## config.mk

```make
export PLATFORM = sky130hd
export DESIGN_NAME = rv_lite_core
export DESIGN_NICKNAME = d
export VERILOG_FILES = /design/src/design/rv_lite_pkg.sv /design/src/design/rv_lite_core.sv /design/src/design/rv_control.sv /design/src/design/rv_lsu.sv /design/src/design/rv_regfile.sv /design/src/design/rv_alu.sv /design/src/design/rv_decoder.sv
export VERILOG_INCLUDE_DIRS = /design/src /design/src/include
export SDC_FILE = /design/constraint.sdc
export NUM_CORES = 2
export LEC_CHECK = 0
export BUFFER_PORTS_ARGS = -buffer_cell sky130_fd_sc_hd__buf_2
export CORE_ASPECT_RATIO = 2
export CORE_MARGIN = 1
export CORE_UTILIZATION = 45
export CTS_CLUSTER_SIZE = 8
export DETAILED_ROUTE_END_ITERATION = 7
export SYNTH_ARGS = -nofsm -noshare
export SYNTH_HDL_FRONTEND = slang
export SYNTH_SLANG_ARGS = --single-unit
```

## constraint.sdc

```tcl
create_clock -name clk -period 19.1 [get_ports clk]
set_input_delay 5.73 -clock clk [delete_from_list [all_inputs] [get_ports clk]]
set_output_delay 5.73 -clock clk [all_outputs]
set_load 0.02 [all_outputs]
```

## src/include/rv_lite_macros.svh

```systemverilog
// Core configuration macros
`ifndef RV_LITE_MACROS_SVH
`define RV_LITE_MACROS_SVH

// First fetch address after reset
`define RV_RESET_VECTOR 32'h0000_0000

// Data path width
`define RV_XLEN 32

// Architectural integer registers, x0 included
`define RV_NUM_REGS 32

`endif
```

## src/design/rv_lite_pkg.sv

```systemverilog
// Core types and encodings
package rv_lite_pkg;

	typedef logic [31:0] word_t;     // Data word
	typedef logic [31:0] addr_t;     // Byte address on the bus
	typedef logic [4:0]  reg_addr_t; // Register index

	// Major opcodes, encoded as in instr[6:0]
	typedef enum logic [6:0] {
		OPC_ILLEGAL = 7'b0000000,
		OPC_LUI     = 7'b0110111,
		OPC_AUIPC   = 7'b0010111,
		OPC_JAL     = 7'b1101111,
		OPC_JALR    = 7'b1100111,
		OPC_BRANCH  = 7'b1100011,
		OPC_LOAD    = 7'b0000011,
		OPC_STORE   = 7'b0100011,
		OPC_OP_IMM  = 7'b0010011,
		OPC_OP      = 7'b0110011
	} opcode_e;

	typedef enum logic [3:0] {
		ALU_ADD,
		ALU_SUB,
		ALU_SLL,
		ALU_SLT,
		ALU_SLTU,
		ALU_XOR,
		ALU_SRL,
		ALU_SRA,
		ALU_OR,
		ALU_AND
	} alu_op_e;

	typedef enum logic {
		FETCH,
		EXECUTE
	} core_state_e;

	// Decoded fields of the current instruction
	typedef struct packed {
		opcode_e   op;
		alu_op_e   alu_op;
		reg_addr_t rs1;
		reg_addr_t rs2;
		reg_addr_t rd;
		word_t     imm;    // Already sign-extended for the format
		logic [2:0] funct3;
	} dec_t;

	// Single shared bus, fetch and data
	typedef struct packed {
		addr_t addr;
		word_t wdata;   // Unshifted rs2 on stores
		logic  write_w;
		logic  write_h;
		logic  write_b;
	} bus_req_t;

endpackage

```

## src/design/rv_lite_core.sv

```systemverilog
// RV32I single bus core
module rv_lite_core import rv_lite_pkg::*; (
	input  logic     clk,
	input  logic     rst,
	input  logic     core_stall,
	input  word_t    bus_rdata,
	output bus_req_t bus
);

	word_t instr;
	dec_t  dec;
	word_t rs1;
	word_t rs2;
	word_t alu_result;
	word_t load_result;
	word_t rd_data;
	word_t wdata;
	addr_t lsu_addr;
	addr_t bus_addr;
	logic  eq;
	logic  lt;
	logic  ltu;
	logic  exec;
	logic  rd_we;
	logic  write_w;
	logic  write_h;
	logic  write_b;

	rv_control u_control (
		.clk         (clk),
		.rst         (rst),
		.core_stall  (core_stall),
		.bus_rdata   (bus_rdata),
		.dec         (dec),
		.rs1         (rs1),
		.alu_result  (alu_result),
		.load_result (load_result),
		.eq          (eq),
		.lt          (lt),
		.ltu         (ltu),
		.lsu_addr    (lsu_addr),
		.instr       (instr),
		.exec        (exec),
		.bus_addr    (bus_addr),
		.rd_we       (rd_we),
		.rd_data     (rd_data)
	);

	rv_decoder u_decoder (
		.instr (instr),
		.dec   (dec)
	);

	rv_regfile u_regfile (
		.clk      (clk),
		.rst      (rst),
		.rs1_addr (dec.rs1),
		.rs2_addr (dec.rs2),
		.rd_addr  (dec.rd),
		.rd_we    (rd_we),
		.rd_data  (rd_data),
		.rs1      (rs1),
		.rs2      (rs2)
	);

	rv_alu u_alu (
		.dec        (dec),
		.rs1        (rs1),
		.rs2        (rs2),
		.alu_result (alu_result),
		.eq         (eq),
		.lt         (lt),
		.ltu        (ltu)
	);

	rv_lsu u_lsu (
		.dec         (dec),
		.exec        (exec),
		.rs1         (rs1),
		.rs2         (rs2),
		.bus_rdata   (bus_rdata),
		.lsu_addr    (lsu_addr),
		.wdata       (wdata),
		.write_w     (write_w),
		.write_h     (write_h),
		.write_b     (write_b),
		.load_result (load_result)
	);

	assign bus = '{addr: bus_addr, wdata: wdata, write_w: write_w,
		write_h: write_h, write_b: write_b};

endmodule

```

## src/design/rv_control.sv

```systemverilog
// Fetch and execute sequencer
`include "rv_lite_macros.svh"

module rv_control import rv_lite_pkg::*; (
	input  logic  clk,
	input  logic  rst,
	input  logic  core_stall,
	input  word_t bus_rdata,
	input  dec_t  dec,
	input  word_t rs1,
	input  word_t alu_result,
	input  word_t load_result,
	input  logic  eq,
	input  logic  lt,
	input  logic  ltu,
	input  addr_t lsu_addr,
	output word_t instr,
	output logic  exec,
	output addr_t bus_addr,
	output logic  rd_we,
	output word_t rd_data
);

	core_state_e state;
	addr_t       pc;
	addr_t       pc_plus4;
	addr_t       next_pc;
	logic        mem_op;
	logic        taken;

	assign pc_plus4 = pc + 32'd4;
	assign exec     = (state == EXECUTE) && !core_stall; // Commit cycle
	assign mem_op   = (dec.op == OPC_LOAD) || (dec.op == OPC_STORE);

	// Bus carries the data address only while a load or store executes
	assign bus_addr = (state == EXECUTE && mem_op) ? lsu_addr : pc;

	always_comb
	begin
		case (dec.funct3)
		3'b000: taken = eq;   // BEQ
		3'b001: taken = !eq;  // BNE
		3'b100: taken = lt;   // BLT
		3'b101: taken = !lt;  // BGE
		3'b110: taken = ltu;  // BLTU
		3'b111: taken = !ltu; // BGEU
		default: taken = 1'b0;
		endcase
	end

	always_comb
	begin
		case (dec.op)
		OPC_JAL: next_pc = pc + dec.imm;
		OPC_JALR: next_pc = (rs1 + dec.imm) & ~32'd1;
		OPC_BRANCH: next_pc = taken ? pc + dec.imm : pc_plus4;
		default: next_pc = pc_plus4;
		endcase
	end

	// Write-back source
	always_comb
	begin
		rd_we   = 1'b0;
		rd_data = alu_result;
		case (dec.op)
		OPC_OP, OPC_OP_IMM: rd_we = exec;
		OPC_LOAD:
		begin
			rd_we   = exec;
			rd_data = load_result; // Read data is on the bus this cycle
		end
		OPC_LUI:
		begin
			rd_we   = exec;
			rd_data = dec.imm;
		end
		OPC_AUIPC:
		begin
			rd_we   = exec;
			rd_data = pc + dec.imm;
		end
		OPC_JAL, OPC_JALR:
		begin
			rd_we   = exec;
			rd_data = pc_plus4; // Link
		end
		default: rd_we = 1'b0;
		endcase
	end

	always_ff @(posedge clk)
	begin
		if (rst)
		begin
			state <= FETCH;
			pc    <= `RV_RESET_VECTOR;
		end
		else if (!core_stall)
		begin
			case (state)
			FETCH: state <= EXECUTE;
			EXECUTE:
			begin
				state <= FETCH;
				pc    <= next_pc;
			end
			default: state <= FETCH;
			endcase
		end
	end

	// Instruction register loads at the end of fetch
	always_ff @(posedge clk)
	begin
		if (!core_stall && state == FETCH)
			instr <= bus_rdata;
	end

endmodule

```

## src/design/rv_lsu.sv

```systemverilog
// Load and store unit
module rv_lsu import rv_lite_pkg::*; (
	input  dec_t  dec,
	input  logic  exec,
	input  word_t rs1,
	input  word_t rs2,
	input  word_t bus_rdata,
	output addr_t lsu_addr,
	output word_t wdata,
	output logic  write_w,
	output logic  write_h,
	output logic  write_b,
	output word_t load_result
);

	word_t shifted;
	logic  store_now;

	// Decoder already picked the S or I immediate
	assign lsu_addr = rs1 + dec.imm;

	// Store data leaves unshifted, the strobe carries the size
	assign wdata     = rs2;
	assign store_now = exec && (dec.op == OPC_STORE);
	assign write_b   = store_now && (dec.funct3[1:0] == 2'b00);
	assign write_h   = store_now && (dec.funct3[1:0] == 2'b01);
	assign write_w   = store_now && (dec.funct3[1:0] == 2'b10);

	// Addressed byte moves down to bit 0
	assign shifted = bus_rdata >> {lsu_addr[1:0], 3'b000};

	always_comb
	begin
		case (dec.funct3)
		3'b000: load_result = {{24{shifted[7]}}, shifted[7:0]};   // LB
		3'b001: load_result = {{16{shifted[15]}}, shifted[15:0]}; // LH
		3'b100: load_result = {24'h000000, shifted[7:0]};         // LBU
		3'b101: load_result = {16'h0000, shifted[15:0]};          // LHU
		default: load_result = shifted;                           // LW
		endcase
	end

endmodule

```

## src/design/rv_regfile.sv

```systemverilog
// Integer register file
`include "rv_lite_macros.svh"

module rv_regfile import rv_lite_pkg::*; (
	input  logic      clk,
	input  logic      rst,
	input  reg_addr_t rs1_addr,
	input  reg_addr_t rs2_addr,
	input  reg_addr_t rd_addr,
	input  logic      rd_we,
	input  word_t     rd_data,
	output word_t     rs1,
	output word_t     rs2
);

	word_t regs [`RV_NUM_REGS];

	always_ff @(posedge clk)
	begin
		if (rst)
		begin
			for (int i = 0; i < `RV_NUM_REGS; i++)
				regs[i] <= {`RV_XLEN{1'b0}};
		end
		else if (rd_we && rd_addr != '0) // x0 stays zero
			regs[rd_addr] <= rd_data;
	end

	assign rs1 = regs[rs1_addr]; // Asynchronous reads
	assign rs2 = regs[rs2_addr];

endmodule

```

## src/design/rv_alu.sv

```systemverilog
// Integer ALU and comparator
module rv_alu import rv_lite_pkg::*; (
	input  dec_t  dec,
	input  word_t rs1,
	input  word_t rs2,
	output word_t alu_result,
	output logic  eq,
	output logic  lt,
	output logic  ltu
);

	word_t      op_b;
	logic [4:0] shamt;

	// Register form takes rs2, everything else the immediate
	assign op_b  = (dec.op == OPC_OP) ? rs2 : dec.imm;
	assign shamt = op_b[4:0];

	// Branch flags always compare the two registers
	assign eq  = (rs1 == rs2);
	assign lt  = ($signed(rs1) < $signed(rs2));
	assign ltu = (rs1 < rs2);

	always_comb
	begin
		case (dec.alu_op)
		ALU_ADD: alu_result = rs1 + op_b;
		ALU_SUB: alu_result = rs1 - op_b;
		ALU_SLL: alu_result = rs1 << shamt;
		ALU_SLT: alu_result = {31'b0, $signed(rs1) < $signed(op_b)};
		ALU_SLTU: alu_result = {31'b0, rs1 < op_b};
		ALU_XOR: alu_result = rs1 ^ op_b;
		ALU_SRL: alu_result = rs1 >> shamt;
		ALU_SRA: alu_result = word_t'($signed(rs1) >>> shamt); // Sign bit fills
		ALU_OR: alu_result = rs1 | op_b;
		ALU_AND: alu_result = rs1 & op_b;
		default: alu_result = rs1 + op_b;
		endcase
	end

endmodule

```

## src/design/rv_decoder.sv

```systemverilog
// Instruction decoder
module rv_decoder import rv_lite_pkg::*; (
	input  word_t instr,
	output dec_t  dec
);

	word_t imm_i;
	word_t imm_s;
	word_t imm_b;
	word_t imm_u;
	word_t imm_j;
	logic  arith;

	assign imm_i = {{20{instr[31]}}, instr[31:20]};
	assign imm_s = {{20{instr[31]}}, instr[31:25], instr[11:7]};
	assign imm_b = {{19{instr[31]}}, instr[31], instr[7], instr[30:25], instr[11:8], 1'b0};
	assign imm_u = {instr[31:12], 12'h000};
	assign imm_j = {{11{instr[31]}}, instr[31], instr[19:12], instr[20], instr[30:21], 1'b0};

	assign dec.rs1    = instr[19:15];
	assign dec.rs2    = instr[24:20];
	assign dec.rd     = instr[11:7];
	assign dec.funct3 = instr[14:12];

	always_comb
	begin
		case (instr[6:0])
		OPC_LUI, OPC_AUIPC, OPC_JAL, OPC_JALR, OPC_BRANCH,
		OPC_LOAD, OPC_STORE, OPC_OP_IMM, OPC_OP:
			dec.op = opcode_e'(instr[6:0]);
		default: dec.op = OPC_ILLEGAL; // Runs as a no-op
		endcase
	end

	// Immediate format follows the opcode
	always_comb
	begin
		case (dec.op)
		OPC_STORE: dec.imm = imm_s;
		OPC_BRANCH: dec.imm = imm_b;
		OPC_LUI, OPC_AUIPC: dec.imm = imm_u;
		OPC_JAL: dec.imm = imm_j;
		default: dec.imm = imm_i; // OP_IMM, LOAD, JALR
		endcase
	end

	assign arith = (dec.op == OPC_OP) || (dec.op == OPC_OP_IMM);

	always_comb
	begin
		dec.alu_op = ALU_ADD; // Address adds and don't-cares
		if (arith)
		begin
			case (instr[14:12])
			3'b000: dec.alu_op = (dec.op == OPC_OP && instr[30]) ? ALU_SUB : ALU_ADD;
			3'b001: dec.alu_op = ALU_SLL;
			3'b010: dec.alu_op = ALU_SLT;
			3'b011: dec.alu_op = ALU_SLTU;
			3'b100: dec.alu_op = ALU_XOR;
			3'b101: dec.alu_op = instr[30] ? ALU_SRA : ALU_SRL; // Bit 30 also in SRAI
			3'b110: dec.alu_op = ALU_OR;
			default: dec.alu_op = ALU_AND;
			endcase
		end
	end

endmodule

```

# Yosys cells after proc, flatten, opt, wreduce, memory -nomap -nowiden
# Memory sizes are Yosys's and may differ from the RTL's. A register that Yosys moved wholly into a read port is not among the register bits.
# Cells that the tools add are included.
# W data, S select, Z words.
[totals]
ff_bits = 65
ramBits = 1024
output_inout_bits = 67
inputBits = 35
word_cells = 109
n_memories = 1
[classes]
n_reduce_logical = 24
order_cmp = 4
muxes = 26
shift = 4
n_eq_ne = 37
bitwise_logic = 5
add_sub_neg = 5
[memory_table]
columns = ["memory", "depth", "width", "rd", "rd_clocked_by_memory_dff", "write_ports", "line_no", "source"]
rows = [
  ["u_regfile.regs", 32, 32, 2, 2, 32, "rv_regfile.sv:16", "word_t regs [`RV_NUM_REGS];"],
]
[op_table]
columns = ["operator", "count"]
rows = [
  ["$pmux W32 S9", 1],
  ["$pmux W32 S4", 2],
  ["$lt A32 B32 Y1", 4],
  ["$mux W32", 4],
  ["$pmux W31 S4", 1],
  ["$add A32 B32 Y32", 3],
  ["$pmux W32 S3", 1],
  ["$shr A32 B5 Y32", 2],
  ["$eq A7 B6 Y1 const B", 6],
  ["$eq A7 B7 Y1 const B", 6],
  ["$add A32 B3 Y32 const B", 1],
  ["$and A32 B32 Y32", 1],
  ["$eq A32 B32 Y1", 1],
  ["$or A32 B32 Y32", 1],
  ["$reduce_or A32 Y1", 1],
  ["$shl A32 B5 Y32", 1],
  ["$sshr A32 B5 Y32", 1],
  ["$sub A32 B32 Y32", 1],
  ["$xor A32 B32 Y32", 1],
  ["$eq A7 B5 Y1 const B", 4],
  ["$pmux W4 S7", 1],
  ["$eq A4 B3 Y1 const B", 4],
  ["$mux W5", 3],
  ["$eq A7 B2 Y1 const B", 2],
  ["other kinds (24)", 52],
]

# Depth between registers and ports, before layout
[depth]
ltp_word = 12
depth_mapped = 29
depth_no_buf = 21

# Hierarchy
# Synthesis repeated with hierarchy kept, for this count alone.
[hier_totals]
hier_cells = 7771
hier_area_um2 = 78216.3
[by_module_without_submodules]
columns = ["module", "n_inst", "cells_each", "area_per_inst_um2", "seq_area_each_um2"]
rows = [
  ["rv_regfile", 1, 4605, 55888.6, 30749.5],
  ["rv_alu", 1, 1670, 11030.6, 0.0],
  ["rv_control", 1, 1021, 7953.9, 1621.6],
  ["rv_lsu", 1, 376, 2610.0, 0.0],
  ["rv_decoder", 1, 96, 710.7, 0.0],
  ["rv_lite_core", 1, 3, 22.5, 0.0],
]

# Worst setup path before layout
# OpenSTA, ideal clock, no wires.
[synth_path]
path_type = "input -> output"
start = "input core_stall"
end = "output bus[2] (netlist name)"
path_slack_ps = 6693
t_required_ps = 13370
cell_stages = 5
n_path_buf = 3
t_arrival_ps = 6677
path_cell_list = "nand2b_1 -> clkbuf_1 -> clkbuf_1 -> nor4b_1 -> buf_4"
[synth_via]
elab_chain_cells = 4
[synth_rtl]
columns = ["element", "line_no", "source"]
rows = [
  ["start: declaration", "rv_lite_core.sv:5", "input logic core_stall,"],
  ["$logic_not A1 Y1", "rv_control.sv:32", "assign exec = (state == EXECUTE) && !core_stall;"],
  ["$logic_and A1 B1 Y1", "rv_control.sv:32", ""],
  ["$logic_and A1 B1 Y1", "rv_lsu.sv:24", "assign store_now = exec && (dec.op == OPC_STORE);"],
  ["$logic_and A1 B1 Y1", "rv_lsu.sv:27", "assign write_w = store_now && (dec.funct3[1:0] == 2'b10);"],
  ["end: declaration", "rv_lite_core.sv:7", "output bus_req_t bus"],
]
# No other way between the ends.

==> flow_metrics.env <==
export IMPL_die_area_sq_um=161000
export IMPL_most_common_layout_cells="sky130_fd_sc_hd__nor2_1 (1150), sky130_fd_sc_hd__edfxtp_1 (1056), sky130_fd_sc_hd__mux2i_1 (421)"
export IMPL_post_layout_nonfiller_instances=8603
export IMPL_path_max_fanout=56
export IMPL_report_final_slew_viol_count=5
export IMPL_h_tree_depth=4
export IMPL_cts_max_path_buffers=4
export IMPL_drt_vias_per_instance=7.23
export IMPL_clock_skew_ns=0.0818
export IMPL_route_vias_total=62200
export IMPL_met3_wirelength_microns=40100
export IMPL_floorplan_initialDensity=0.454
export IMPL_grt_usage=0.461
export IMPL_timing_reg2reg_worst_path_depth=23
export IMPL_seq_area_frac_synth=0.455
export IMPL_post_synth_instance_area_sq_um=71600
export IMPL_synthArstFlopShare=0
export IMPL_final_common_cell="sky130_fd_sc_hd__nor2_1"
export IMPL_min_period_over_period=0.728
export IMPL_average_cell_area_after_synthesis_sq_um=11.1
export IMPL_grt_max_degree=112
export IMPL_finalSetupViolCount=0
export IMPL_clk_root_buffer_cell="sky130_fd_sc_hd__clkbuf_16"
export IMPL_cp_data_required_time_ns=13.37
export IMPL_ioPinCount=102
export IMPL_synth_cell_type_count=119
export IMPL_routabilityCongestion=1.16
export IMPL_setup_repair_after_global_routing_missed_its_margin="no"
export IMPL_hold_viol=0
export IMPL_hpwl_microns=256000
export IMPL_route_top_layer_used="met5"
export IMPL_global_route_overflow_total=0
export IMPL_pre_cts_ws_ns=6.17
export IMPL_path_clk_slew_ns=0.06
export IMPL_placementRows=206
export IMPL_start_kind="flop"
export IMPL_detailedRoute_firstIterationViolations=8351
export IMPL_cp_end_kind="output port"
export IMPL_yosys_warnings=0
export IMPL_wl_per_cell_microns=43.2
export IMPL_clock_sinks=1099
export IMPL_dpl_cell_count=8358
export IMPL_tightestPinTransition_ns=1.63
export IMPL_cts_resized_gates=0
export IMPL_port_buffer_count=101
export IMPL_drt_pass1_iter_count=8
export IMPL_cts_repair_timing_setup_buffer_count=0
export IMPL_maxCapViolations=3
export IMPL_synth_top_flop_cell="sky130_fd_sc_hd__edfxtp_1"
export IMPL_die_x_microns=284
export IMPL_number_of_global_route_vias_before_repair=61800
export IMPL_drive_gt1_frac=0.191
export IMPL_sum_of_negative_setup_slack_ns=0
export IMPL_power_density_cell_area_nw_per_um2=106
export IMPL_std_cell_core_area_sq_um=158000
export IMPL_finalWorstPathRequiredPeriod_ns=13.91
export IMPL_critPathArrivalTime_ns=8.18
export IMPL_cts_tree="yes"
export IMPL_wirelength_microns=372000
export IMPL_finalNetCount=6677
export IMPL_count_of_antenna_violating_nets_left_after_detailed_routing=0
export IMPL_met1_length_microns=105000
export IMPL_ys_ff_latch=1099
export IMPL_fin_ws_ns=5.19
export IMPL_wl_met2_microns=175000
export IMPL_synth_edff_count=1056
export IMPL_worst_skew_pair_late_latency_ns=0.82
export IMPL_global_route_wire_length_before_repair_microns=506000
export IMPL_postCtsHoldBufs=0
export IMPL_route_detailed_drc=1
export IMPL_total_leakage_power_nw=29.7
export IMPL_initial_antenna_violation_count=41
export IMPL_timing_max_slew_rel_slack=-0.0972
export IMPL_status="finished, violations left"
export IMPL_chipHeight_microns=566
export IMPL_vdd_ir_drop_worst_uv=69.2
export IMPL_worst_hold_stages=2
export IMPL_max_freq_mhz=71.9
export IMPL_failed_checks="design-rule violations, max-capacitance violations, max-slew violations"
export IMPL_cts_inserted_buffers=164
export IMPL_area_growth_syn_to_layout_pct=10.7
export IMPL_critical_setup_path_class="flop to output port"
export IMPL_min_path_type="flop to flop"
export IMPL_syn_instance_count=6472
-- power breakdown --
part	switching (W)	internal [W]	leakage, nW
Clock	0.00106	0.00157	2.14
Sequential	0.0000874	0.00273	11.2
Combinational	0.00209	0.000851	16.4
Total	0.00324	0.00515	29.7
-- synth_stat cells (15+ instances only) --
cell type | count | share of area
sky130_fd_sc_hd__nor2_1 | 1155 | 0.061
sky130_fd_sc_hd__edfxtp_1 | 1056 | 0.44
sky130_fd_sc_hd__mux2i_1 | 422 | 0.059
sky130_fd_sc_hd__mux4_2 | 371 | 0.12
sky130_fd_sc_hd__clkbuf_1 | 332 | 0.017
sky130_fd_sc_hd__a21oi_1 | 318 | 0.022
sky130_fd_sc_hd__nand2_1 | 310 | 0.016
sky130_fd_sc_hd__nor3_1 | 203 | 0.014
sky130_fd_sc_hd__o21ai_0 | 188 | 0.013
sky130_fd_sc_hd__a22oi_1 | 186 | 0.020
sky130_fd_sc_hd__ha_1 | 184 | 0.032
sky130_fd_sc_hd__inv_1 | 157 | 0.0082
sky130_fd_sc_hd__buf_2 | 147 | 0.010
sky130_fd_sc_hd__nand3_1 | 102 | 0.0071
sky130_fd_sc_hd__mux2_2 | 96 | 0.015
sky130_fd_sc_hd__xnor2_1 | 87 | 0.011
sky130_fd_sc_hd__a21o_1 | 72 | 0.0076
sky130_fd_sc_hd__a211oi_1 | 67 | 0.0070
sky130_fd_sc_hd__a31oi_1 | 52 | 0.0045
sky130_fd_sc_hd__nand2b_1 | 51 | 0.0045
sky130_fd_sc_hd__dfxtp_1 | 43 | 0.012
sky130_fd_sc_hd__o21bai_1 | 41 | 0.0043
sky130_fd_sc_hd__and3_1 | 39 | 0.0034
sky130_fd_sc_hd__nor2b_1 | 38 | 0.0033
sky130_fd_sc_hd__o21a_1 | 38 | 0.0040
sky130_fd_sc_hd__xor2_1 | 38 | 0.0046
sky130_fd_sc_hd__o211ai_1 | 36 | 0.0038
sky130_fd_sc_hd__a22o_1 | 35 | 0.0043
sky130_fd_sc_hd__buf_1 | 34 | 0.0018
sky130_fd_sc_hd__nand4_1 | 34 | 0.0030
sky130_fd_sc_hd__nor2_2 | 33 | 0.0029
sky130_fd_sc_hd__o221ai_1 | 33 | 0.0040
sky130_fd_sc_hd__o22ai_1 | 33 | 0.0029
sky130_fd_sc_hd__buf_4 | 31 | 0.0033
sky130_fd_sc_hd__buf_6 | 30 | 0.0047
sky130_fd_sc_hd__a221oi_1 | 27 | 0.0033
sky130_fd_sc_hd__and2_1 | 25 | 0.0022
sky130_fd_sc_hd__nor4_1 | 21 | 0.0018
sky130_fd_sc_hd__o31ai_1 | 19 | 0.0020
sky130_fd_sc_hd__a211o_1 | 16 | 0.0020
sky130_fd_sc_hd__o21ai_1 | 15 | 0.0010
sky130_fd_sc_hd__o311ai_1 | 15 | 0.0018
-- logic make-up after synthesis --
kind of cell | after synthesis | share of synthesized area
muxes | 896 | 0.193
other | 1 | 0.0000524
adders and majority gates | 188 | 0.0330
DFF | 1099 | 0.455
buffers and inverters | 741 | 0.0472
and+or+nand+nor | 2081 | 0.127
xor gates and xnor gates | 125 | 0.0153
AOI/OAI and AO/OA | 1341 | 0.129
-- flip-flops by register name, indices dropped and copies added, names as in the netlist, named ones only --
name,flops
u_regfile.regs,1024
u_control.state,1
u_control.pc,32
u_control.instr,32
-- worst max-delay path, cell delays in order, from the launching register on --
cell,delay [ns]
sky130_fd_sc_hd__dfxtp_4,0.94
sky130_fd_sc_hd__buf_4,0.66
sky130_fd_sc_hd__buf_4,0.68
sky130_fd_sc_hd__mux4_2,0.41
sky130_fd_sc_hd__a22o_1,0.25
sky130_fd_sc_hd__a31oi_1,0.21
sky130_fd_sc_hd__o311ai_2,0.39
sky130_fd_sc_hd__ha_1,0.41
sky130_fd_sc_hd__or3_1,0.42
sky130_fd_sc_hd__a2111oi_0,0.81
sky130_fd_sc_hd__nor4_1,0.24
sky130_fd_sc_hd__o21a_1,0.29
sky130_fd_sc_hd__o41ai_1,0.33
sky130_fd_sc_hd__buf_4,0.20
sky130_fd_sc_hd__a21boi_0,0.10
sky130_fd_sc_hd__or2_2,0.31
sky130_fd_sc_hd__xor2_1,0.16
sky130_fd_sc_hd__mux2_2,0.26
sky130_fd_sc_hd__buf_2,0.16
-- final timing paths --
kind | slack (ns) | endpoint | startpoint
max | 5.19 | bus[62] | flop
min | 0.53 | u_control.pc[0]$_SDFFE_PP0P_ | u_control.pc[0]$_SDFFE_PP0P_
max reg2reg | 8.88 | u_control.pc[26]$_SDFFE_PP0P_ | flop
min reg2reg | 0.53 | u_control.pc[0]$_SDFFE_PP0P_ | u_control.pc[0]$_SDFFE_PP0P_
-- metrics by stage --
stage / cell area [sq um] / hold slack (ns) / utilization / total power, W
after floorplan: 71700 / 0.467 / - / 0.00454
final: 79300 / 0.527 / 0.502 / 0.00839
after global placement: 74600 / 0.508 / 0.473 / 0.00561
after detailed placement: 74600 / 0.507 / 0.473 / 0.00562
after global routing: 79200 / 0.566 / 0.502 / 0.00853
after CTS: 79000 / 0.515 / 0.501 / 0.00821
-- routing by layer --
metal / track usage / vias to the layer above
met5: 0 / -
met4: 0.528 / 20
met3: 0.167 / 2081
met2: 0.740 / 5048
met1: 0.424 / 30700
li1: - / 24400
-- area by class of cell --
cell class                      instances  area (sq um)
Clock buffer                          201          4350
Timing Repair Buffer                  366          2620
Clock inverter                          6          48.8
Multi-Input combinational cell       4663         36400
Fill cell                           14200         78500
Sequential cell                      1099         32600
Inverter                              162           609
Tap cell                             2080          2600
Antenna cell                           26          65.1
(Power assumes the default switching activity.)
